**config.mk**
```make
export PLATFORM = sky130hd
export DESIGN_NAME = req_decode
export DESIGN_NICKNAME = d
export VERILOG_FILES = /design/src/mini_soc_pkg.sv /design/src/req_decode.sv
export SDC_FILE = /design/constraint.sdc
export NUM_CORES = 1
export LEC_CHECK = 0
export BUFFER_PORTS_ARGS = -buffer_cell sky130_fd_sc_hd__buf_2
export CAP_MARGIN = 20
export CORE_MARGIN = 8
export CORE_UTILIZATION = 37
export CTS_BUF_LIST = sky130_fd_sc_hd__clkbuf_16
export DETAILED_ROUTE_END_ITERATION = 10
export PLACE_DENSITY = 0.8
export SETUP_SLACK_MARGIN = 0.5
export SYNTH_ARGS = -nofsm -noshare
export SYNTH_HDL_FRONTEND = slang
export SYNTH_SLANG_ARGS = --single-unit
```
**constraint.sdc**
```tcl
create_clock -name clk_i -period 0.8 [get_ports clk_i]
set_clock_uncertainty 0.15 [all_clocks]
set_input_delay 0.12 -clock clk_i [delete_from_list [all_inputs] [get_ports clk_i]]
set_output_delay 0.12 -clock clk_i [all_outputs]
set_load 0.01 [all_outputs]
```
**src/mini_soc_pkg.sv**
```systemverilog
// Shared definitions for the memory-side harness
// Address map, bus widths, response and target codes, and the request
// address union that the two pipeline stages decode
package mini_soc_pkg;

  // --------------------
  // Widths
  // --------------------
  localparam int unsigned AddrWidth    = 32;
  localparam int unsigned DataWidth    = 64;
  localparam int unsigned BeWidth      = DataWidth / 8;
  localparam int unsigned DramWords    = 8192;
  localparam int unsigned RomWords     = 32;
  localparam int unsigned WordIdxWidth = $clog2(DramWords);
  localparam int unsigned RomIdxWidth  = $clog2(RomWords);
  localparam int unsigned OffsetWidth  = $clog2(BeWidth);
  localparam int unsigned RegionWidth  = AddrWidth - WordIdxWidth - OffsetWidth;
  localparam int unsigned RespWidth    = 2;
  localparam int unsigned TgtWidth     = 2;

  // --------------------
  // Address map
  // --------------------
  localparam logic [AddrWidth-1:0]   RomBase    = 32'h0001_0000;
  localparam logic [AddrWidth-1:0]   DramBase   = 32'h8000_0000;
  localparam logic [RegionWidth-1:0] RomRegion  = RomBase[AddrWidth-1:AddrWidth-RegionWidth];
  localparam logic [RegionWidth-1:0] DramRegion = DramBase[AddrWidth-1:AddrWidth-RegionWidth];

  // Response codes, AXI encoding
  localparam logic [RespWidth-1:0] RespOkay   = 2'd0;
  localparam logic [RespWidth-1:0] RespSlvErr = 2'd2;
  localparam logic [RespWidth-1:0] RespDecErr = 2'd3;

  // Target selected by stage 1
  localparam logic [TgtWidth-1:0] TgtNone = 2'd0;
  localparam logic [TgtWidth-1:0] TgtRom  = 2'd1;
  localparam logic [TgtWidth-1:0] TgtDram = 2'd2;

  // Boot window before debug requests reach the core
  localparam int unsigned DebugHoldCycles = 500;
  localparam int unsigned DebugCntWidth   = $clog2(DebugHoldCycles + 1);

  typedef struct packed {
    logic [RegionWidth-1:0]  region;
    logic [WordIdxWidth-1:0] word_idx;
    logic [OffsetWidth-1:0]  offset;
  } addr_fields_t;

  // Byte address and its region / word / byte split
  typedef union packed {
    logic [AddrWidth-1:0] flat;
    addr_fields_t         fields;
  } addr_u;

endpackage

```
**src/req_decode.sv**
```systemverilog
// Pipeline stage 1
// Registers an incoming request and classifies it against the address map
// into a target and a response status for stage 2
module req_decode (
  input  logic                                 clk_i,
  input  logic                                 rst_ni,
  input  logic                                 req_i,
  input  logic                                 we_i,
  input  mini_soc_pkg::addr_u                  addr_i,
  input  logic [mini_soc_pkg::BeWidth-1:0]     be_i,
  input  logic [mini_soc_pkg::DataWidth-1:0]   wdata_i,
  output logic                                 valid_o,
  output logic                                 we_o,
  output logic [mini_soc_pkg::TgtWidth-1:0]    target_o,
  output logic [mini_soc_pkg::RespWidth-1:0]   status_o,
  output mini_soc_pkg::addr_u                  addr_o,
  output logic [mini_soc_pkg::BeWidth-1:0]     be_o,
  output logic [mini_soc_pkg::DataWidth-1:0]   wdata_o
);

  import mini_soc_pkg::*;

  logic [TgtWidth-1:0]  target_d;
  logic [RespWidth-1:0] status_d;

  logic                 valid_q;
  logic                 we_q;
  logic [TgtWidth-1:0]  target_q;
  logic [RespWidth-1:0] status_q;
  addr_u                addr_q;
  logic [BeWidth-1:0]   be_q;
  logic [DataWidth-1:0] wdata_q;

  // --------------------
  // Region decode
  // --------------------
  always_comb begin
    target_d = TgtNone;
    status_d = RespDecErr;
    case (addr_i.fields.region)
      RomRegion: begin
        target_d = TgtRom;
        // ROM is read-only
        status_d = we_i ? RespSlvErr : RespOkay;
      end
      DramRegion: begin
        target_d = TgtDram;
        status_d = RespOkay;
      end
      default: begin
        target_d = TgtNone;
        status_d = RespDecErr;
      end
    endcase
  end

  always_ff @(posedge clk_i or negedge rst_ni) begin
    if (!rst_ni) begin
      valid_q  <= 1'b0;
      target_q <= TgtNone;
      status_q <= RespOkay;
    end else begin
      valid_q  <= req_i;
      target_q <= target_d;
      status_q <= status_d;
    end
  end

  // Request payload
  always_ff @(posedge clk_i) begin
    if (req_i) begin
      we_q    <= we_i;
      addr_q  <= addr_i;
      be_q    <= be_i;
      wdata_q <= wdata_i;
    end
  end

  assign valid_o  = valid_q;
  assign we_o     = we_q;
  assign target_o = target_q;
  assign status_o = status_q;
  assign addr_o   = addr_q;
  assign be_o     = be_q;
  assign wdata_o  = wdata_q;

  a_addr_known: assert property (
    @(posedge clk_i) disable iff (!rst_ni) req_i |-> !$isunknown(addr_i.flat)
  ) else $error("request with unknown address bits");

endmodule

```
==> results of run 1 <==
==> area by class of cell <==
| type | instances | area [sq um] |
|---|---|---|
| clock buffers | 9 | 225 |
| clock inverters | 7 | 78.8 |
| fillers | 596 | 2900 |
| multi-input cells | 12 | 115 |
| flip-flops and latches | 110 | 3280 |
| well taps | 108 | 135 |
| repair buffers | 257 | 2030 |
==> flip-flops by register name, indices dropped and copies added, names as in the netlist <==
name / flops
status_o: 2
target_o: 2
we_o: 1
be_o: 8
valid_o: 1
wdata_o: 64
addr_o: 32
==> cells by family (layout without fill, tap and decap cells) <==
kind of cell,after synthesis,count (layout),synth area share (%)
flops,110,110,97.8
simple gates,10,10,1.87
compound gates,2,2,0.299
buf+inv,0,273,0
==> how the worst min path moves through the flow <==
stage	start	end	slack (ns)	cells after the start
after floorplan	rst_ni	status_o[0]$_DFF_PN0_	-0.33	0
after global placement	rst_ni	status_o[0]$_DFF_PN0_	-0.21	1
after detailed placement	rst_ni	status_o[0]$_DFF_PN0_	-0.21	1
after CTS	rst_ni	status_o[1]$_DFF_PN0_	-0.57	1
after global routing	rst_ni	status_o[0]$_DFF_PN0_	-0.57	1
final	rst_ni	status_o[0]$_DFF_PN0_	-0.56	1
==> repair_timing <==
item / in CTS / in global routing
setup buffers: 6 / 5
gates resized for setup: 60 / 11
endpoints found under the setup margin: 227 / 227
pin swaps: 4 / 2
cloned: 15 / 4
hold endpoints to repair: 114 / 122
==> per-layer routing <==
layer / vias to the layer above / global-route usage, %
li1: 1033 / -
met1: 1104 / 16.7
met2: 123 / 29.2
met3: 12 / 6.17
met4: 2 / 6.58
met5: - / 0
==> layout by cell type (no fill, tap or decap), drive strengths merged <==
cell / n
buf: 253
clkbuf: 13
and2: 2
nor2b: 3
nor4: 3
edfxtp: 105
nor2: 1
clkinv: 2
inv: 4
dfrtp: 5
and4: 1
o21ai: 2
bufinv: 1
==> through the flow <==
step                      area, sq um  utilization (%)  hold WS, ns
after global routing             5860             66.9       -0.565
after global placement           4690             53.5       -0.214
after detailed placement         4690             53.5       -0.210
after CTS                        5660             64.6       -0.571
final                            5860             66.9       -0.559
after floorplan                  3350                -       -0.326
==> power by group through the flow <==
| stage | clock network, mW | logic (mW) | registers (mW) |
|---|---|---|---|
| floorplan | 0 | 0.0101 | 7.27 |
| global placement | 0 | 1.14 | 7.00 |
| detailed placement | 0 | 1.16 | 7.02 |
| CTS | 4.62 | 1.56 | 6.89 |
| global route | 4.82 | 1.74 | 6.93 |
| finish | 4.50 | 1.64 | 6.89 |
==> results by group, run 1 <==
Detailed routing
  – Antenna-violating nets left: 0
  – DR top layer: met5
  – Via count: roughly 2,300
  – Routed wire length: around 11,000 um
  – Met3 WL: between 800 and 900 um
  – Met1 WL: between 3000 and 4000 um
  – Router iterations before antenna repair: 4
  – 1st-iter DRT viols: 85
  – DRC viols: 0
  – WL met2: a little under 6000 um
  – Avg WL per Cell: ~21 um
  – Vias/cell: roughly 4.5

Critical path
  – CP required: approximately 0.53 ns
  – WP buf/inv: 1
  – Critical Path Start: addr_o[13]$_DFFE_PP_
  – Worst setup SP type: register
  – Setup CP Type: reg -> out
  – Critical path capture point: addr_o[13]
  – Worst path arrival time: approximately 0.91 ns
  – Crit path largest cell delay: between 0.4 and 0.5 ns
  – Levels on crit path: 1
  – Top delay family on crit path: flip-flops
  – CP max FO: 1
  – Worst setup EP type: primary output
  – Slowest-stage cell, CP: edfxtp_1
  – Crit path cell chain: buf_2

Status
  – Failing checks: hold timing, setup timing
  – Status: complete, but fails checks

Synth
  – Post-Synthesis Cells: roughly 120
  – Cell Area, Synth: 3350 sq um
  – Most frequent cells after synthesis: edfxtp_1 (105), dfrtp_1 (5), nor2b_1 (3), nor4_1 (3)
  – Area contributors post-synth: edfxtp_1 (94%), dfrtp_1 (3.7%), nor2b_1 (0.56%)
  – Area leader, netlist: edfxtp_1
  – Count leader, synth: edfxtp_1
  – Syn_nets: 230
  – Synth Register Bits: 110
  – Count of warnings emitted by yosys: 0
  – Post-synth top flop: edfxtp_1
  – Post-synthesis sequential area ratio: a little over nine tenths
  – EDFF count, synth: about 110
  – Unique masters post-synth: 8
  – Mean Syn Cell Area: approximately 27 sq um
  – Top-area cell type share of the netlist area: a little over nine tenths
  – Fraction of registers with async set/reset: between 4 and 5%

STA
  – Rel. slew slack: roughly four fifths
  – Peak Freq: 0.849 GHz
  – Final Hold Viols: between 100 and 150
  – RSZ-0062 raised after global routing: yes
  – Final Cycle Share: 147%
  – Final Max Slew Viols: 0
  – Final Worst Setup Slack: -0.378 ns
  – TNS Setup: -34.75 ns
  – Minimum clock period: 1.18 ns
  – Slew @ Worst Pin: ~0.30 ns
  – Hold_ws: -0.559 ns
  – # setup viols final: between 100 and 150

Power
  – Clock share of power: roughly a third
  – Leakage Power: approximately 2.6 nW
  – Power Total: around 13 mW
  – Max VDD drop: around 1100 uV
  – P_sw: roughly 2.9 mW
  – Switching share of power: a little over a fifth
  – Sequential share of power: 52.9%
  – Cell internal pwr: just over 10 mW
  – P per Cell Area: between 2000 and 2500 nW/um^2
  – Comb power frac: between 10% and 20%

Cells and area
  – Layout cells sized above 1: between 70 and 80%
  – Synth-to-layout area growth: 74.9%
  – Layout net count: roughly 500
  – Post-route insts no fill: 503
  – ANT cells: 0

Global route
  – Initial antenna violation count: 1
  – Total gr overflow: 0
  – First-pass GRT wire length: approximately 15,000 um
  – Largest net degree at the start of global routing: 20
  – Tot GR Track Use: between 10% and 20%
  – Vias in the first global route: 2,461

Floorplan
  – Starting Density: 38.2%
  – Placement row count: 34
  – Die area: about 12,000 sq um
  – I/O Pins: ~220
  – Placeable Area: about 8800 sq um
  – Die X: approximately 110 um
  – Die Span Y: 111 um

Run
  – Max cap viols: 0

CTS
  – CTS Buf Count: 9
  – Clock transition at path regs: approximately 0.07 ns
  – H-tree depth: 3
  – CTS tree: built
  – Clock root buffer: clkbuf_16
  – Clk sinks: 110
  – Clock buffer depth: 2

Place
  – Worst slack, placed: -0.375 ns
  – Post-placement cell count: approximately 460
  – PortBufs: 217
  – Final GP Congestion: around 0.7

Worst hold path
  – Worst min-delay path category: in -> async
No activity file was read; power rests on OpenSTA's default activity.
==> inputs of run 2 (changes only) <==
--- a/config.mk
+++ b/config.mk
@@ -12,6 +12,7 @@
 export CTS_BUF_LIST = sky130_fd_sc_hd__clkbuf_16
 export DETAILED_ROUTE_END_ITERATION = 10
 export PLACE_DENSITY = 0.8
+export RECOVER_POWER = 100
 export SETUP_SLACK_MARGIN = 0.5
 export SYNTH_ARGS = -nofsm -noshare
 export SYNTH_HDL_FRONTEND = slang
==> run 2 against run 1 <==
  * The run still ends with hold timing, setup timing left
  * Die area unchanged
  * Sequential cell count unchanged
  * Combinational power down 16%
  * Worst hold slack better by 0.038 ns
  * Global-route usage unchanged
  * Maximum frequency about the same
  * First-iteration DRC count up 9.4%
  * Largest power group unchanged
  * Non-clock buffer count unchanged
  * Largest cell class unchanged
  * Core utilization down 5.2 points
  * Design area down 7.7%
  * Total power down 2.1%
  * Critical path type unchanged
  * Sequential power about the same
==> results by group, run 2 (same netlist as run 1, synthesis figures left out) <==
Critical path
  – CP required: 0.53 ns (about the same)
  – Worst setup EP type: primary output
  – Setup CP Type: reg -> out
  – Worst path arrival time: 0.91 ns (about the same)
  – Crit path cell chain: buf_2
  – CP max FO: 1 (unchanged)
  – Worst setup SP type: register
  – Top delay family on crit path: flip-flops
  – Slowest-stage cell, CP: edfxtp_1
  – WP buf/inv: 1 (unchanged)
  – Levels on crit path: 1 (unchanged)
  – Crit path largest cell delay: 0.41 ns (about the same)

Floorplan
  – Die area: 12,400 sq um (unchanged)
  – Die X: 111 um (unchanged)
  – I/O Pins: 218 (unchanged)
  – Placement row count: 34 (unchanged)
  – Placeable Area: 8760 sq um (unchanged)
  – Starting Density: 38.2% (unchanged)
  – Die Span Y: 111 um (unchanged)

CTS
  – H-tree depth: 3 (unchanged)
  – Clock transition at path regs: 0.07 ns (about the same)
  – Clock buffer depth: 2 (unchanged)
  – CTS Buf Count: 9 (unchanged)
  – CTS tree: built
  – Clock root buffer: clkbuf_16
  – Clk sinks: 110 (unchanged)

Power
  – Power Total: 12.8 mW (-2.1%)
  – Leakage Power: 2.31 nW (-9.6%)
  – Switching share of power: 22.2% (+0.22 points)
  – Cell internal pwr: 9.93 mW (-2.3%)
  – P_sw: 2.83 mW (-1.1%)
  – Comb power frac: 10.7% (-1.9 points)
  – P per Cell Area: 2360 nW/um^2 (+6.1%)
  – Clock share of power: 35.3% (+0.8 points)
  – Sequential share of power: 54.0% (+1.1 points)
  – Max VDD drop: 1120 uV (+0.97%)

Detailed routing
  – Avg WL per Cell: 21.0 um (+0.34%)
  – Vias/cell: 4.52 (about the same)
  – Router iterations before antenna repair: 4 (unchanged)
  – DRC viols: 0 (unchanged)
  – Antenna-violating nets left: 0 (unchanged)
  – Routed wire length: 10,600 um (+0.34%)
  – Via count: 2,276 (+0.088%)
  – 1st-iter DRT viols: 93 (+9.4%)

STA
  – Slew @ Worst Pin: 0.375 ns (+0.0758 ns)
  – Final Hold Viols: 106 (-9.4%)
  – Minimum clock period: 1.18 ns (-0.0000220 ns)
  – Rel. slew slack: 75.0% (-5.0 points)
  – RSZ-0062 raised after global routing: yes
  – Final Worst Setup Slack: -0.378 ns (+0.0000220 ns)
  – # setup viols final: 131 (+18%)
  – Final Cycle Share: 147% (about the same)
  – Final Max Slew Viols: 0 (unchanged)
  – Peak Freq: 0.849 GHz (about the same)
  – Hold_ws: -0.521 ns (+0.0381 ns)

Worst hold path
  – Worst min-delay path category: in -> async

Global route
  – Tot GR Track Use: 16.3% (unchanged)
  – Vias in the first global route: 2,461 (unchanged)
  – Total gr overflow: 0 (unchanged)
  – Largest net degree at the start of global routing: 20 (unchanged)
  – Initial antenna violation count: 1 (unchanged)
  – First-pass GRT wire length: 15,200 um (unchanged)

Cells and area
  – Synth-to-layout area growth: 61.4%
  – Most common cell after layout, fill and taps aside: buf_2
  – Storage element area: 3280 sq um (unchanged)
  – ANT cells: 0 (unchanged)
  – Layout net count: 498 (unchanged)
  – Layout cells sized above 1: 62.8% (-8.1 points)
  – Multi-input combinational cell area: 115 sq um (unchanged)
  – Cell area after layout: 5410 sq um (-7.7%)
  – Most frequent cells in the layout: buf_2 (193), edfxtp_1 (105), clkbuf_1 (28), buf_6 (10), clkbuf_16 (9)
  – Max FFs per register: 64 (unchanged)
  – Final-layout fill cell count: 655 (+9.9%)

Status
  – Failing checks: hold timing, setup timing
  – Status: complete, but fails checks

Place
  – Placement Cell Area: 4690 sq um (unchanged)
  – Worst slack, placed: -0.375 ns (unchanged)
  – Final GP Congestion: 0.698 (unchanged)
  – PortBufs: 217 (unchanged)

Run
  – Max cap viols: 0 (unchanged)
==> run 2: timing repair <==
action / CTS / global route
buffers inserted: 6 / 5
pin swaps: 4 / 2
hold endpoints to repair: 114 / 122
gates resized for setup: 60 / 11
cloned: 15 / 4
endpoints found under the setup margin: 227 / 227
==> run 2: worst max path at each step <==
stage | start | to | slack (ns)
after floorplan | addr_i[24] | status_o[1]$_DFF_PN0_ | -0.11
after global placement | addr_i[28] | status_o[1]$_DFF_PN0_ | -0.35
after detailed placement | addr_i[28] | status_o[0]$_DFF_PN0_ | -0.38
after CTS | addr_o[13]$_DFFE_PP_ | addr_o[13] | -0.39
after global routing | addr_o[13]$_DFFE_PP_ | addr_o[13] | -0.40
final | addr_o[13]$_DFFE_PP_ | addr_o[13] | -0.38
==> run 2: metrics by stage <==
stage | util (%) | cells | setup TNS, ns
after CTS | 64.6 | 494 | -36.66
after global placement | 53.5 | 457 | -17.52
final | 61.7 | 503 | -35.84
after global routing | 61.7 | 503 | -40.91
after floorplan | - | 122 | -0.445
after detailed placement | 53.5 | 457 | -18.96
==> run 2: cell type report <==
cell class                      instances  share of cell area, %
Multi-Input combinational cell         12                   2.13
Sequential cell                       110                   60.6
Tap cell                              108                   2.50
Clock buffer                            9                   4.16
Clock inverter                          7                   1.46
Timing Repair Buffer                  257                   29.1
==> run 2: routing by layer <==
| metal | track usage [%] | vias to the layer above | share of wire, % | routed length, um |
|---|---|---|---|---|
| met5 | 0 | - | 0.12 | 13 |
| met1 | 16.7 | 1106 | 35 | 3690 |
| li1 | - | 1029 | - | - |
| met2 | 29.2 | 127 | 55 | 5800 |
| met3 | 6.17 | 12 | 8.7 | 926 |
| met4 | 6.58 | 2 | 1.4 | 148 |
==> run 2: power by group through the flow <==
stage               logic, mW  clock network, mW  registers (mW)
floorplan              0.0101                  0            7.27
CTS                      1.56               4.62            6.89
global placement         1.14                  0            7.00
detailed placement       1.16                  0            7.02
finish                   1.37               4.50            6.89
global route             1.46               4.82            6.93
==> inputs of run 3 (changes only) <==
--- a/config.mk
+++ b/config.mk
@@ -12,7 +12,7 @@
 export CTS_BUF_LIST = sky130_fd_sc_hd__clkbuf_16
 export DETAILED_ROUTE_END_ITERATION = 10
 export PLACE_DENSITY = 0.8
-export RECOVER_POWER = 100
+export RECOVER_POWER = 25
 export SETUP_SLACK_MARGIN = 0.5
 export SYNTH_ARGS = -nofsm -noshare
 export SYNTH_HDL_FRONTEND = slang
==> run 3 against run 2 <==
  * The flow still finishes with violations (hold timing, setup timing)
  * Sequential share of layout area decreased by 4.6 points
  * Largest cell class unchanged
  * Design area increased by 8.2%
  * Setup slack about the same
  * Combinational power increased by 20%
  * Non-clock buffer count unchanged
  * Highest routed layer unchanged
  * Critical path depth unchanged
  * Sequential cell count unchanged
  * Maximum frequency about the same
  * Cell count unchanged
  * First-iteration DRC count decreased by 8.6%
  * Sequential power about the same
==> results by group, run 3 (same netlist as run 1, synthesis figures left out) <==
Status
  – Status: complete, but fails checks
  – Failing checks: hold timing, setup timing

Global route
  – Vias in the first global route: 2,461 (unchanged)
  – Tot GR Track Use: 16.3% (unchanged)
  – First-pass GRT wire length: 15,200 um (unchanged)
  – Total gr overflow: 0 (unchanged)
  – Initial antenna violation count: 1 (unchanged)
  – Largest net degree at the start of global routing: 20 (unchanged)

Floorplan
  – Placeable Area: 8760 sq um (unchanged)
  – Die area: 12,400 sq um (unchanged)
  – Placement row count: 34 (unchanged)
  – I/O Pins: 218 (unchanged)
  – Die X: 111 um (unchanged)
  – Starting Density: 38.2% (unchanged)
  – Die Span Y: 111 um (unchanged)

Place
  – Final GP Congestion: 0.698 (unchanged)
  – Worst slack, placed: -0.375 ns (unchanged)
  – PortBufs: 217 (unchanged)

Cells and area
  – Most frequent cells in the layout: buf_2 (201), edfxtp_1 (105), buf_6 (23), buf_16 (19), clkbuf_16 (13)
  – Layout cells sized above 1: 70.4% (+7.6 points)
  – Max FFs per register: 64 (unchanged)
  – Final-layout fill cell count: 597 (-8.9%)
  – ANT cells: 0 (unchanged)
  – Most common cell after layout, fill and taps aside: buf_2
  – Synth-to-layout area growth: 74.7%
  – Storage element area: 3280 sq um (unchanged)
  – Layout net count: 498 (unchanged)
  – Multi-input combinational cell area: 115 sq um (unchanged)

Detailed routing
  – DRC viols: 0 (unchanged)
  – Antenna-violating nets left: 0 (unchanged)
  – Router iterations before antenna repair: 4 (unchanged)
  – Via count: 2,275 (-0.044%)
  – Avg WL per Cell: 21.0 um (-0.38%)
  – Vias/cell: 4.52 (about the same)
  – Routed wire length: 10,500 um (-0.38%)
  – 1st-iter DRT viols: 85 (-8.6%)

Critical path
  – WP buf/inv: 1 (unchanged)
  – Worst setup EP type: primary output
  – CP max FO: 1 (unchanged)
  – Crit path largest cell delay: 0.41 ns (about the same)
  – Slowest-stage cell, CP: edfxtp_1
  – Worst path arrival time: 0.91 ns (about the same)
  – CP required: 0.53 ns (about the same)
  – Worst setup SP type: register
  – Crit path cell chain: buf_2
  – Setup CP Type: reg -> out
  – Top delay family on crit path: flip-flops

CTS
  – CTS tree: built
  – Clock buffer depth: 2 (unchanged)
  – Clock root buffer: clkbuf_16
  – H-tree depth: 3 (unchanged)
  – Clock transition at path regs: 0.07 ns (about the same)
  – CTS Buf Count: 9 (unchanged)
  – Clk sinks: 110 (unchanged)

STA
  – TNS Setup: -34.75 ns (+1.08 ns)
  – # setup viols final: 110 (-16%)
  – Hold_ws: -0.521 ns (+0.000167 ns)
  – Final Cycle Share: 147% (about the same)
  – Peak Freq: 0.849 GHz (about the same)
  – RSZ-0062 raised after global routing: yes
  – Final Max Slew Viols: 0 (unchanged)
  – Slew @ Worst Pin: 0.299 ns (-0.0758 ns)
  – Final Worst Setup Slack: -0.378 ns (-0.0000220 ns)
  – Minimum clock period: 1.18 ns (+0.0000220 ns)
  – Final Hold Viols: 117 (+10%)
  – Rel. slew slack: 80.0% (+5.0 points)

Run
  – Max cap viols: 0 (unchanged)

Power
  – Leakage Power: 2.55 nW (+10%)
  – Max VDD drop: 1100 uV (-1.1%)
  – P per Cell Area: 2230 nW/um^2 (-5.7%)

Worst hold path
  – Worst min-delay path category: in -> async
[run 3: stage by stage]
step	power [mW]	util (%)	instance area [sq um]	cells
final	13.0	66.8	5850	503
after global routing	13.5	66.8	5850	503
after CTS	13.1	64.6	5660	494
after detailed placement	8.18	53.5	4690	457
after global placement	8.14	53.5	4690	457
after floorplan	7.28	-	3350	122
[run 3: where the power goes]
group | switching (mW) | internal, mW | total [mW] | leakage (nW)
logic | 0.741 | 0.897 | 1.64 | 1.31
registers | 0.106 | 6.78 | 6.89 | 1.08
clock network | 2.02 | 2.48 | 4.50 | 0.152
[run 3: repair_timing]
| item | 4_1_cts | 5_1_grt |
|---|---|---|
| setup endpoints to repair | 227 | 227 |
| pin swaps | 4 | 2 |
| gates cloned | 15 | 4 |
| gates resized for setup | 60 | 11 |
| buffers inserted | 6 | 5 |
| endpoints found under the hold margin | 114 | 122 |
[run 3: cell type report]
| cell class | count | area share, % |
|---|---|---|
| clock inverter | 7 | 1.35 |
| sequential | 110 | 56.0 |
| clock buffer | 9 | 3.85 |
| tap | 108 | 2.31 |
| multi-input combinational | 12 | 1.97 |
| timing repair buffer | 257 | 34.5 |
[run 3: per-layer routing]
layer / GRT usage [%] / vias up / wire length [um]
met5: 0 / - / 13
li1: - / 1034 / -
met2: 29.2 / 123 / 5790
met4: 6.58 / 2 / 148
met3: 6.17 / 12 / 883
met1: 16.7 / 1104 / 3710
[run 3: path summary, 6_finish.rpt]
kind	startpoint	to	slack [ns]	cells past startpoint
setup / recovery	addr_o[13]$_DFFE_PP_	addr_o[13]	-0.38	1
hold / removal	rst_ni	status_o[0]$_DFF_PN0_	-0.52	1
max in group asynchronous	rst_ni	valid_o$_DFF_PN0_	0.81	1
min in group clk_i	addr_i[10]	addr_o[10]$_DFFE_PP_	-0.20	1
