==> src/mini_soc_pkg.sv <==
// Shared definitions for the memory-side harness
// Address map, bus widths, response and target codes, and the request
// address union that the two pipeline stages decode
package mini_soc_pkg;

  // --------------------
  // Widths
  // --------------------
  localparam int unsigned AddrWidth    = 32;
  localparam int unsigned DataWidth    = 64;
  localparam int unsigned BeWidth      = DataWidth / 8;
  localparam int unsigned DramWords    = 8192;
  localparam int unsigned RomWords     = 32;
  localparam int unsigned WordIdxWidth = $clog2(DramWords);
  localparam int unsigned RomIdxWidth  = $clog2(RomWords);
  localparam int unsigned OffsetWidth  = $clog2(BeWidth);
  localparam int unsigned RegionWidth  = AddrWidth - WordIdxWidth - OffsetWidth;
  localparam int unsigned RespWidth    = 2;
  localparam int unsigned TgtWidth     = 2;

  // --------------------
  // Address map
  // --------------------
  localparam logic [AddrWidth-1:0]   RomBase    = 32'h0001_0000;
  localparam logic [AddrWidth-1:0]   DramBase   = 32'h8000_0000;
  localparam logic [RegionWidth-1:0] RomRegion  = RomBase[AddrWidth-1:AddrWidth-RegionWidth];
  localparam logic [RegionWidth-1:0] DramRegion = DramBase[AddrWidth-1:AddrWidth-RegionWidth];

  // Response codes, AXI encoding
  localparam logic [RespWidth-1:0] RespOkay   = 2'd0;
  localparam logic [RespWidth-1:0] RespSlvErr = 2'd2;
  localparam logic [RespWidth-1:0] RespDecErr = 2'd3;

  // Target selected by stage 1
  localparam logic [TgtWidth-1:0] TgtNone = 2'd0;
  localparam logic [TgtWidth-1:0] TgtRom  = 2'd1;
  localparam logic [TgtWidth-1:0] TgtDram = 2'd2;

  // Boot window before debug requests reach the core
  localparam int unsigned DebugHoldCycles = 500;
  localparam int unsigned DebugCntWidth   = $clog2(DebugHoldCycles + 1);

  typedef struct packed {
    logic [RegionWidth-1:0]  region;
    logic [WordIdxWidth-1:0] word_idx;
    logic [OffsetWidth-1:0]  offset;
  } addr_fields_t;

  // Byte address and its region / word / byte split
  typedef union packed {
    logic [AddrWidth-1:0] flat;
    addr_fields_t         fields;
  } addr_u;

endpackage

==> src/debug_gate.sv <==
// Debug request gate
// Blocks debug requests for a fixed boot window after power-on reset so
// the core can run its boot code first. Only power-on reset restarts it
module debug_gate (
  input  logic clk_i,
  input  logic rst_ni,
  input  logic debug_req_i,
  output logic debug_req_o
);

  import mini_soc_pkg::*;

  logic [DebugCntWidth-1:0] cnt_d;
  logic [DebugCntWidth-1:0] cnt_q;

  // Count down and stick at zero
  assign cnt_d = (cnt_q != '0) ? cnt_q - 1'b1 : cnt_q;

  assign debug_req_o = (cnt_q == '0) ? debug_req_i : 1'b0;

  always_ff @(posedge clk_i or negedge rst_ni) begin
    if (!rst_ni) begin
      cnt_q <= DebugCntWidth'(DebugHoldCycles);
    end else begin
      cnt_q <= cnt_d;
    end
  end

  // --------------------
  // Checks
  // --------------------
  a_no_debug_in_window: assert property (
    @(posedge clk_i) disable iff (!rst_ni) (cnt_q != '0) |-> !debug_req_o
  ) else $error("debug request leaked during boot window");

endmodule

==> config.mk <==
export PLATFORM = sky130hd
export DESIGN_NAME = debug_gate
export DESIGN_NICKNAME = d
export VERILOG_FILES = /design/src/mini_soc_pkg.sv /design/src/debug_gate.sv
export SDC_FILE = /design/constraint.sdc
export NUM_CORES = 1
export LEC_CHECK = 0
export BUFFER_PORTS_ARGS = -buffer_cell sky130_fd_sc_hd__buf_4
export CORE_AREA = 2 2 39 41
export CTS_CLUSTER_SIZE = 8
export DETAILED_ROUTE_END_ITERATION = 6
export DIE_AREA = 0 0 41 43
export GPL_ROUTABILITY_DRIVEN = 1
export HOLD_SLACK_MARGIN = 0.02
export MAX_ROUTING_LAYER = met4
export PLACE_DENSITY = 0.54
export REMOVE_ABC_BUFFERS = 1
export SYNTH_ARGS = -nofsm -noshare
export SYNTH_HDL_FRONTEND = slang
export SYNTH_SLANG_ARGS = --single-unit
==> constraint.sdc <==
create_clock -name clk_i -period 4.6 [get_ports clk_i]
set_clock_uncertainty 0.05 [all_clocks]
set_input_delay 0.92 -clock clk_i [delete_from_list [all_inputs] [get_ports clk_i]]
set_output_delay 0.92 -clock clk_i [all_outputs]
set_load 0.01 [all_outputs]
==> results of run 1 <==
critical path, delay by kind of cell (launching register included):
family	cells	cell delay [ns]
simple gates	3	1.17
buf+inv	1	0.11
flops	1	0.41
worst paths after layout:
check	endpoint	cells past startpoint	slack (ns)	start
worst max-delay path	debug_req_o	4	1.68	cnt_q[3]$_DFFE_PN0P_
worst min register to register	cnt_q[8]$_DFFE_PN1P_	1	0.46	cnt_q[8]$_DFFE_PN1P_
min in group clk_i	cnt_q[8]$_DFFE_PN1P_	1	0.46	cnt_q[8]$_DFFE_PN1P_
max in group asynchronous	cnt_q[4]$_DFFE_PN1P_	1	3.86	rst_ni
worst min-delay path	cnt_q[1]$_DFFE_PN0P_	1	0.42	rst_ni
worst max register to register	cnt_q[1]$_DFFE_PN0P_	3	2.89	cnt_q[3]$_DFFE_PN0P_
power by group through the flow:
stage	Combinational, W	Sequential (W)	Clock (W)
2_1_floorplan	0.000000673	0.0000807	0
3_3_place_gp	0.00000396	0.0000807	0
3_5_place_dp	0.00000412	0.0000807	0
4_1_cts	0.00000418	0.0000794	0.0000616
5_1_grt	0.00000443	0.0000794	0.0000660
6_report	0.00000403	0.0000794	0.0000607
cells in the mapped netlist, drive strengths merged:
| master | number |
|---|---|
| dfstp | 6 |
| o21bai | 1 |
| o31a | 1 |
| inv | 2 |
| xnor2 | 1 |
| ha | 1 |
| nor2 | 2 |
| or2 | 2 |
| nand2b | 2 |
| or3 | 2 |
| mux2 | 1 |
| mux2i | 1 |
| o21ai | 6 |
| o31ai | 2 |
| nor4 | 1 |
| nand2 | 1 |
| dfrtp | 3 |
| and2 | 1 |
| or4 | 1 |
| nor3 | 2 |
final cells by class:
cell class,instances,area share (%)
repair buffers,3,4.390
clock buffers,4,5.122
well taps,16,3.902
inverters,2,1.463
flip-flops and latches,9,45.37
multi-input cells,28,39.76
metal layers:
metal,global-route usage [%],vias to the layer above
met5,-,-
met4,10.00,0
met3,4.712,5
met2,16.25,10
met1,17.29,151
li1,-,153
kinds of logic (layout without fill, tap and decap cells):
logic type / after synthesis / after routing / share of synthesized area, %
flip-flops: 9 / 9 / 52.39
multiplexers: 2 / 2 / 4.789
XOR/XNOR: 1 / 1 / 1.972
AND/OR/NAND/NOR: 14 / 14 / 22.25
adder cells (fa/ha/maj): 1 / 1 / 2.816
AO/OA/AOI/OAI: 10 / 10 / 14.08
buffers and inverters: 2 / 9 / 1.691
metrics by stage:
step	instance area (um2)	hold slack, ns	instances	util (%)
finish	513.0	0.4177	62	37.07
global route	513.0	0.4177	62	37.07
CTS	513.0	0.4211	62	37.07
detailed placement	486.7	0.4491	58	35.17
global placement	486.7	0.4269	58	35.17
floorplan	444.2	0.4112	39	-
==> results.env, run 1 <==
POST-SYNTH-TOP-AREA-FRACTION_PCT=35.49
POST-DP-HPWL_UM=566.9
OUTCOME='finished clean'
MAXIMUM_NUMBER_OF_PINS_ON_ONE_NET_BEFORE_GLOBAL_ROUTE_REPAIR=10
PWR_DENS_nW_PER_UM2=281.0
CRITPATHREQUIREDTIME_NS=3.63
FLOORPLAN.CORE_AREA_UM2=1384
DRIVE_GT1_SHARE_PCT=41.30
GRT_ANTENNA_BEFORE_REPAIR=0
PERIOD_NEEDED_NS=2.917
DRT_WL_TOTAL_UM=780
MET2_WIRELENGTH_UM=356
DP_SLACK_NS=1.958
SEQCELLAREA_UM2=232.7
TIMING_WORST_SLEW_PIN_VALUE_NS=0.3700
M1WIRELENGTH_UM=353
MET3_LENGTH_UM=38
SLEW_HEADROOM_PCT=75.15
FINAL_MIN_PERIOD_OVER_CLOCK_PERIOD_PCT=63.41
SYNTH_LARGEST_AREA_CELL='dfstp_2'
COMBPWRFRAC_PCT=2.8
FIN_TOTAL_PWR_W=0.0001441
MAXIMUM_ACHIEVABLE_FREQUENCY_GHz=0.3429
SEQUENTIAL_FRACTION_OF_THE_SYNTHESIS_AREA_PCT=52.39
WORST_HOLD_PATH_TYPE='in2async'
POST_CTS_BUFFERS=0
CTS_INSERTED_BUFFERS=3
DIE_X_UM=41
INITIALDRTVIOLATIONCOUNT=5
NUMBER_OF_FILLER_INSTANCES_IN_THE_FINAL_LAYOUT=132
CTSLONGESTPATHBUFFERS=2
REG.LARGEST.LIST='cnt_q: 9 flops'
AVGVIACOUNTPERCELL=5.145
WIRE_LENGTH_OF_THE_FIRST_GLOBAL_ROUTING_PASS_MM=1.442
POST_SYNTH_INSTANCE_AREA_UM2=444.2
NET-SWITCHING-POWER_W=0.00002935
POSTSYNTHCELLCOUNT=39
CRIT_PATH_CELL_TRACE='or4_4, nor4_4, and2_2, buf_4'
CRITPATHKIND='reg2out'
PATH_CLK_SLEW_NS=0.06
ROUTE.DETAILED.WL_PER_INST_UM=12.58
START_UTIL_PCT=32.10
DRT_FIRST_PASS_ITERS=4
NUM_IO_PINS=4
SW_RATIO_PCT=20.36
ROUTE.TOP_LAYER_USED='met4'
REGISTER_SHARE_OF_TOTAL_POWER_PCT=55.1
TRITONCTS='yes'
VDD.IR_DROP.WORST_V=0.0001315
SYNTHESIS.AREA_PER_INSTANCE_UM2=11.39
MAXSLEWVIOLCOUNT=0
TIMING_HOLD_VIOLATIONS_FINAL=0
CTS.REPAIR.RESIZED=0
REGMOSTFLOPS='cnt_q'
GRT_SETUP_UNREPAIRED='false'
NUMBER_OF_GLOBAL_ROUTE_VIAS_BEFORE_REPAIR=307
SETUP.WORST_PATH.END_CLASS='output port'
SLOWEST_DELAY_NS=0.59
SYNTH_TOP_CELLS_BY_AREA='dfstp_2, dfrtp_1, o21ai_0'
ROUTABILITYCONGESTION=0.6950
FLIP_FLOP_COUNT_OF_THE_LARGEST_REGISTER_ALL_COPIES_AND_WORDS_ADDED=9
MULTIINPUTGATEAREA_UM2=203.9
FIN_SETUP_TNS_NS=0
MASTER_CELL_OF_THE_CLOCK_ROOT_BUFFER='clkbuf_4'
POST-ROUTE-DRC-COUNT=0
STD_CELL_ROWS=14
FINAL_CRITICAL_PATH_SETUP_SLACK_NS=1.683
INTERNAL_POWER_W=0.0001148
CLOCKPOWERSHARE_PCT=42.1
SYNTH_CELL_TYPE_COUNT=20
GLOBALROUTETOTALUTIL_PCT=13.28
DIODES=0
FINAL_ANTENNA_NET_COUNT=0
H_TREE_LEVELS=1
MOSTFREQUENTLAYOUTCELLS='o21ai_0, dfstp_2, clkbuf_4, dfrtp_1, buf_4'
AREA_ENCLOSED_BY_THE_DIE_BOUNDARY_UM2=1763
GLOBALROUTE.TOTALOVERFLOW=0
SYNTH.FF_LATCH_COUNT=9
CP-START-KIND='register'
POWER_LEAKAGE_nW=0.2339
CTS_SINKS=9
YS.WARNINGS.COUNT=0
DRV_CAP=0
CLK-INSERTION-DELAY-LATE_NS=0.26
FINALNETCOUNT=51
POST_CTS_HOLD_BUFFER_COUNT=0
SLOWEST_STAGE='or4_4'
SETUP_VIOL_COUNT_FINAL=0
DIE_Y_UM=43
FLOW.AREA_GROWTH_FROM_SYNTHESIS_PCT=15.49
VIAS=319
BUFFER_PORTS.INSERTED=3
TIMING.CRITICAL_PATH.ARRIVAL_NS=1.95
WORST-PATH-MAX-FANOUT=5
(Power assumes the default switching activity.)
==> run 2: changes to the inputs <==
ABC_AREA = 1   (was unset)
PLACE_DENSITY = 0.59   (was 0.54)
clock period = 3 ns   (was 4.6 ns; I/O delays follow)
==> results.env, run 2 <==
START_UTIL_PCT=36.71  # +4.6 points
ROUTE.DETAILED.WL_PER_INST_UM=9.352  # -26%
FINAL_MIN_PERIOD_OVER_CLOCK_PERIOD_PCT=74.13
CRIT_PATH_CELL_TRACE='inv_1, ha_1, nand2_2, nor2_4, nand2_4, nor2_1, buf_4'
WORST_HOLD_PATH_TYPE='in2async'
POST_CTS_BUFFERS=0  # unchanged
RRSETUPSLACK_NS=1.62  # -1.27 ns
POST_CTS_HOLD_BUFFER_COUNT=0  # unchanged
BUFFER_PORTS.INSERTED=3  # unchanged
CRITPATHREQUIREDTIME_NS=2.35  # -1.28 ns
TIMING_WORST_SLEW_PIN_VALUE_NS=0.1929  # -0.1771 ns
MAXSLEWVIOLCOUNT=0  # unchanged
YOSYS-TOP-CELLS-COUNT='nand2_1, inv_1, nor2_1, dfstp_2, nand3_1'
DRT_FIRST_PASS_ITERS=4  # unchanged
GLOBALROUTETOTALUTIL_PCT=12.76  # -0.53 points
DIODES=0  # unchanged
NUMBER_OF_GLOBAL_ROUTE_VIAS_BEFORE_REPAIR=354  # +15%
SYNTHESIS.AREA_PER_INSTANCE_UM2=7.470  # -34%
SYNTH.MOST_COMMON_CELL='nand2_1'
CTS.REPAIR.RESIZED=0  # unchanged
CRITPATHKIND='reg2out'
SLOWEST_STAGE='dfrtp_1'
INITIALDRTVIOLATIONCOUNT=8  # +3
FLOORPLAN.CORE_AREA_UM2=1384  # unchanged
GRT_SETUP_UNREPAIRED='false'
FLIP_FLOP_COUNT_OF_THE_LARGEST_REGISTER_ALL_COPIES_AND_WORDS_ADDED=9  # unchanged
DIE_X_UM=41  # unchanged
PWR_DENS_nW_PER_UM2=388.2  # +38%
SYNTH_TOP_CELLS_BY_AREA='dfstp_2, dfrtp_1, nand2_1'
SYNTH_ENABLE_FLOP_CELLS=0  # unchanged
SLOWEST_DELAY_NS=0.36  # -0.23 ns
WIRE_LENGTH_OF_THE_FIRST_GLOBAL_ROUTING_PASS_MM=1.421  # -1.5%
PATH_CLK_SLEW_NS=0.06  # about the same
FINAL_UTIL_PCT=41.68  # +4.6 points
MOSTFREQUENTLAYOUTCELL='nand2_1'
AREA_ENCLOSED_BY_THE_DIE_BOUNDARY_UM2=1763  # unchanged
POST-DP-HPWL_UM=655.1  # +16%
GLOBALROUTE.TOTALOVERFLOW=0  # unchanged
POST-ROUTE-DRC-COUNT=0  # unchanged
POST-PLACE-CELLS=87  # +50%
FINALNETCOUNT=80  # +57%
YS.WARNINGS.COUNT=0  # unchanged
SYNTH_LARGEST_AREA_CELL='dfstp_2'
NUMBER_OF_FILLER_INSTANCES_IN_THE_FINAL_LAYOUT=147  # +11%
SETUP_VIOL_COUNT_FINAL=0  # unchanged
CTS_INSERTED_BUFFERS=3  # unchanged
STD_CELL_ROWS=14  # unchanged
PERIOD_NEEDED_NS=2.224
CTS_SINKS=9  # unchanged
OUTCOME='finished clean'
DRT_WL_TOTAL_UM=851  # +9.1%
MOSTFREQUENTLAYOUTCELLS='nand2_1, inv_1, nor2_1, dfstp_2, nand3_1'
CLK-INSERTION-DELAY-LATE_NS=0.26  # about the same
MAXIMUM_NUMBER_OF_PINS_ON_ONE_NET_BEFORE_GLOBAL_ROUTE_REPAIR=11  # +1
FINAL_CRITICAL_PATH_SETUP_SLACK_NS=0.7760  # -0.9074 ns
DRV_CAP=0  # unchanged
AVGVIACOUNTPERCELL=4.418  # -14%
GRT_ANTENNA_BEFORE_REPAIR=0  # unchanged
DIE_Y_UM=43  # unchanged
POWER_LEAKAGE_nW=0.3208  # +37%
FINAL_ANTENNA_NET_COUNT=0  # unchanged
MULTIINPUTGATEAREA_UM2=214.0  # +4.9%
SYNTH_CELL_TYPE_COUNT=19  # -5.0%
MAXIMUM_ACHIEVABLE_FREQUENCY_GHz=0.4496
MASTER_CELL_OF_THE_CLOCK_ROOT_BUFFER='clkbuf_4'
REG.LARGEST.LIST='cnt_q: 9 flops'
SEQCELLAREA_UM2=232.7  # unchanged
CRITPATHTOPFAMILY='simple AND/OR/NAND/NOR gates'
TIMING_HOLD_VIOLATIONS_FINAL=0  # unchanged
CRIT_BUF_INV=2  # +1
VIAS=402  # +26%
TIMING.CRITICAL_PATH.ARRIVAL_NS=1.57  # -0.38 ns
WORST-PATH-MAX-FANOUT=10  # +5
POST_SYNTH_INSTANCE_AREA_UM2=508.0  # +14%
SYNTHFLOPTYPE='dfstp_2'
ROUTABILITYCONGESTION=0.8041  # +16%
SLEW_HEADROOM_PCT=87.09  # +12 points
DP_SLACK_NS=1.046  # -0.9118 ns
CP-START-KIND='register'
ASYNC_FLOP_SHARE_PCT=100.0  # unchanged
FIN_SETUP_TNS_NS=0  # unchanged
FLOW.AREA_GROWTH_FROM_SYNTHESIS_PCT=13.55
POST-SYNTH-TOP-AREA-FRACTION_PCT=31.03  # -4.5 points
TRITONCTS='yes'
SYNTH.FF_LATCH_COUNT=9  # unchanged
DRIVE_GT1_SHARE_PCT=25.33  # -16 points
STDCELL_COUNT=91  # +47%
VDD.IR_DROP.WORST_V=0.0002164  # +65%
H_TREE_LEVELS=1  # unchanged
SEQUENTIAL_FRACTION_OF_THE_SYNTHESIS_AREA_PCT=45.81  # -6.6 points
SETUP.WORST_PATH.END_CLASS='output port'
CTSLONGESTPATHBUFFERS=2  # unchanged
REGMOSTFLOPS='cnt_q'
POSTSYNTHCELLCOUNT=68  # +74%
NUM_IO_PINS=4  # unchanged
run 2: cell types whose count changed after synthesis, sizes merged, moves of 2 or more:
| cell | previous run | this run |
|---|---|---|
| o21ai | 6 | 3 |
| inv | 2 | 15 |
| nand3 | 0 | 4 |
| nor3 | 2 | 0 |
| nand2 | 1 | 20 |
| nand2b | 2 | 0 |
| or3 | 2 | 0 |
| nor2 | 2 | 11 |
| o31ai | 2 | 0 |
run 2: cell families (layout without fill, tap and decap cells):
group / Yosys count / after routing / synth area share [%]
buffers and inverters: 16 / 23 / 12.07
XOR/XNOR: 1 / 1 / 1.724
AO/OA/AOI/OAI: 4 / 4 / 4.677
AND/OR/NAND/NOR: 37 / 37 / 33.25
flip-flops: 9 / 9 / 45.81
adder cells (fa/ha/maj): 1 / 1 / 2.463
run 2: path summary, 6_finish.rpt:
path,to,cells after the start,from
min reg2reg,cnt_q[7]$_DFFE_PN1P_,2,cnt_q[7]$_DFFE_PN1P_
min,cnt_q[0]$_DFFE_PN0P_,1,rst_ni
max,debug_req_o,7,cnt_q[1]$_DFFE_PN0P_
max reg2reg,cnt_q[3]$_DFFE_PN0P_,7,cnt_q[1]$_DFFE_PN0P_
max in group asynchronous,cnt_q[5]$_DFFE_PN1P_,1,rst_ni
min in group clk_i,cnt_q[7]$_DFFE_PN1P_,2,cnt_q[7]$_DFFE_PN1P_
run 2: power breakdown:
group | total [W] | switching, W | leakage (nW) | internal, W
registers | 0.000122 | 0 | 0.104 | 0.000122
logic | 0.00000612 | 0.00000334 | 0.202 | 0.00000278
clock network | 0.0000960 | 0.0000446 | 0.0150 | 0.0000514
total | 0.000224 | 0.0000479 | 0.321 | 0.000176
run 2: final cells by class:
| class | count | area share, % |
|---|---|---|
| Clock buffer | 4 | 4.555 |
| Multi-Input combinational cell | 43 | 37.09 |
| Sequential cell | 9 | 40.35 |
| Timing Repair Buffer | 3 | 3.905 |
| Inverter | 16 | 10.63 |
| Tap cell | 16 | 3.471 |
run 2: metrics by stage:
step | power, W | instance area (um2) | hold slack (ns)
after floorplan | 0.0001247 | 508.0 | 0.2544
after global placement | 0.0001301 | 550.5 | 0.3814
after detailed placement | 0.0001300 | 550.5 | 0.3789
after CTS | 0.0002266 | 576.8 | 0.09826
after global routing | 0.0002362 | 576.8 | 0.09141
final | 0.0002239 | 576.8 | 0.09566
run 2: metal layers:
| layer | GRT usage, % | share of wire (%) | vias up |
|---|---|---|---|
| li1 | - | - | 214 |
| met1 | 16.17 | 51 | 178 |
| met2 | 17.50 | 42 | 7 |
| met3 | 3.141 | 4.5 | 3 |
| met4 | 8.000 | 2.7 | 0 |
| met5 | - | 0 | - |
run 2: worst register-to-register path: stages, from the launching register on:
cell and delay [ns]:
dfrtp_1 0.36, inv_1 0.12, ha_1 0.26, nand2_2 0.11
nor2_4 0.14, nand2_4 0.11, o21ai_1 0.09, inv_1 0.05
==> run 3: changes to the inputs <==
clock period = 2.2 ns   (was 3 ns; I/O delays follow)
==> results.env, run 3 (same netlist as run 2, synthesis figures left out) <==
FINAL_UTIL_PCT=42.41  # +0.72 points
INITIALDRTVIOLATIONCOUNT=2  # -6
START_UTIL_PCT=36.71  # unchanged
MOSTFREQUENTLAYOUTCELLS='nand2_1, inv_1, nor2_1, dfstp_2, nand3_1'
NUM_IO_PINS=4  # unchanged
AVGVIACOUNTPERCELL=4.283  # -3.1%
FLOORPLAN.CORE_AREA_UM2=1384  # unchanged
CLK-INSERTION-DELAY-LATE_NS=0.26  # about the same
TIMING.CRITICAL_PATH.FROM='cnt_q[0]$_DFFE_PN0P_'
PATH_CLK_SLEW_NS=0.06  # about the same
DIE_X_UM=41  # unchanged
DP_SLACK_NS=0.4215  # -0.6248 ns
MAXSLEWVIOLCOUNT=0  # unchanged
FLOW.AREA_GROWTH_FROM_SYNTHESIS_PCT=15.52
VIAS=394  # -2.0%
DIE_Y_UM=43  # unchanged
GLOBALROUTE.TOTALOVERFLOW=0  # unchanged
OUTCOME='finished clean'
FINAL_ANTENNA_NET_COUNT=0  # unchanged
TIMING.CRITICAL_PATH.ARRIVAL_NS=1.56  # about the same
MASTER_CELL_OF_THE_CLOCK_ROOT_BUFFER='clkbuf_4'
BUFFER_PORTS.INSERTED=3  # unchanged
FINAL_CRITICAL_PATH_SETUP_SLACK_NS=0.1500  # -0.6259 ns
GRT_SETUP_UNREPAIRED='false'
POST_DP_CELL_AREA_UM2=550.5  # unchanged
TIMING_HOLD_VIOLATIONS_FINAL=0  # unchanged
HOLDCRITSTARTPOINT='cnt_q[7]$_DFFE_PN1P_'
SLOWEST_STAGE='dfrtp_1'
DRT_WL_TOTAL_UM=813  # -4.5%
DIODES=0  # unchanged
REGMOSTFLOPS='cnt_q'
MAXIMUM_NUMBER_OF_PINS_ON_ONE_NET_BEFORE_GLOBAL_ROUTE_REPAIR=11  # unchanged
SETUP.WORST_PATH.END_CLASS='output port'
CTS_INSERTED_BUFFERS=3  # unchanged
CTS_SINKS=9  # unchanged
DRT_FIRST_PASS_ITERS=2  # -2
WIRE_LENGTH_OF_THE_FIRST_GLOBAL_ROUTING_PASS_MM=1.545  # +8.7%
H_TREE_LEVELS=1  # unchanged
STD_CELL_ROWS=14  # unchanged
WORST-PATH-MAX-FANOUT=10  # unchanged
CP-START-KIND='register'
CRIT-REG2REG-LAUNCH='cnt_q[0]$_DFFE_PN0P_'
FIN_SETUP_TNS_NS=0  # unchanged
FINALNETCOUNT=81  # +1.3%
VDD.IR_DROP.WORST_V=0.0003470  # +60%
DRV_CAP=0  # unchanged
FINISH.INSTANCE_AREA_UM2=586.8  # +1.7%
TRITONCTS='yes'
GRT_ANTENNA_BEFORE_REPAIR=0  # unchanged
ROUTE.DETAILED.WL_PER_INST_UM=8.837  # -5.5%
DRIVE_GT1_SHARE_PCT=25.00  # -0.33 points
GLOBALROUTETOTALUTIL_PCT=13.88  # +1.1 points
SLEW_HEADROOM_PCT=84.03  # -3.1 points
MOSTFREQUENTLAYOUTCELL='nand2_1'
CRITPATHREQUIREDTIME_NS=1.71  # -0.64 ns
SETUP_VIOL_COUNT_FINAL=0  # unchanged
SLOWEST_DELAY_NS=0.39  # +0.03 ns
NUMBER_OF_GLOBAL_ROUTE_VIAS_BEFORE_REPAIR=395  # +12%
WORST_HOLD_PATH_TYPE='reg2reg'
PWR_DENS_nW_PER_UM2=515.0  # +33%
TIMING_WORST_SLEW_PIN_VALUE_NS=0.2387  # +0.04578 ns
POWER_LEAKAGE_nW=0.3249  # +1.3%
PERIOD_NEEDED_NS=2.050
MAXIMUM_ACHIEVABLE_FREQUENCY_GHz=0.4878
FLIP_FLOP_COUNT_OF_THE_LARGEST_REGISTER_ALL_COPIES_AND_WORDS_ADDED=9  # unchanged
CTSLONGESTPATHBUFFERS=2  # unchanged
CTS.REPAIR.RESIZED=0  # unchanged
CRIT_PATH_CELL_TRACE='inv_1, ha_1, nand2_2, nor2_4, nand2_4, nor2_1, buf_4'
REG.LARGEST.LIST='cnt_q: 9 flops'
ROUTABILITYCONGESTION=0.7810  # -2.9%
FINAL_MIN_PERIOD_OVER_CLOCK_PERIOD_PCT=93.18
CRITPATHKIND='reg2out'
AREA_ENCLOSED_BY_THE_DIE_BOUNDARY_UM2=1763  # unchanged
POST-DP-HPWL_UM=664  # +1.4%
POST-ROUTE-DRC-COUNT=0  # unchanged
[run 3: cell count changes in the layout (fill, tap and decap cells not counted), sizes merged]
cell,delta
dlygate4sd3,+1
[run 3: per-stage QoR]
step / power [W] / std cells / hold slack [ns]
final: 0.0003022 / 92 / 0.4298
after floorplan: 0.0001700 / 68 / 0.09441
after global placement: 0.0001774 / 87 / 0.2212
after global routing: 0.0003197 / 92 / 0.4618
after detailed placement: 0.0001774 / 87 / 0.2210
after CTS: 0.0003078 / 92 / 0.4319
[run 3: final timing paths]
| kind | slack (ns) | cells past startpoint | endpoint |
|---|---|---|---|
| max | 0.15 | 7 | debug_req_o |
| min | 0.43 | 2 | cnt_q[7]$_DFFE_PN1P_ |
| max reg2reg | 0.83 | 7 | cnt_q[1]$_DFFE_PN0P_ |
| min reg2reg | 0.43 | 2 | cnt_q[7]$_DFFE_PN1P_ |
| max in group asynchronous | 1.40 | 2 | cnt_q[7]$_DFFE_PN1P_ |
| min in group asynchronous | 0.48 | 2 | cnt_q[3]$_DFFE_PN0P_ |
[run 3: per-layer routing]
layer / vias up / track usage, % / part of all wire (%)
met3: 3 / 4.712 / 3.8
met4: 0 / 10.00 / 2.6
met1: 169 / 19.19 / 48
met2: 7 / 16.25 / 46
li1: 215 / - / -
met5: - / - / 0
[run 3: cell type report]
type,count,area (um2)
clock buffers,4,26.28
multi-input cells,43,214.0
flip-flops and latches,9,232.7
fillers,144,797.0
repair buffers,4,32.53
inverters,16,61.31
well taps,16,20.02
[run 3: what timing repair did]
action	in CTS	in global routing
hold buffers	1	0
buffers inserted	0	0
hold endpoints to repair	3	0
[run 3: where the power goes]
group | internal (W) | switching (W) | total [W]
sequential | 0.000166 | 0 | 0.000166
combinational | 0.00000495 | 0.00000480 | 0.00000975
clock | 0.0000698 | 0.0000565 | 0.000126
[run 3: critical path: cells and delay by family, from the launching register on]
kind	cells	cell delay [ns]
AND/OR/NAND/NOR	4	0.44
flip-flops	1	0.39
adder cells (fa/ha/maj)	1	0.24
buffers and inverters	2	0.22
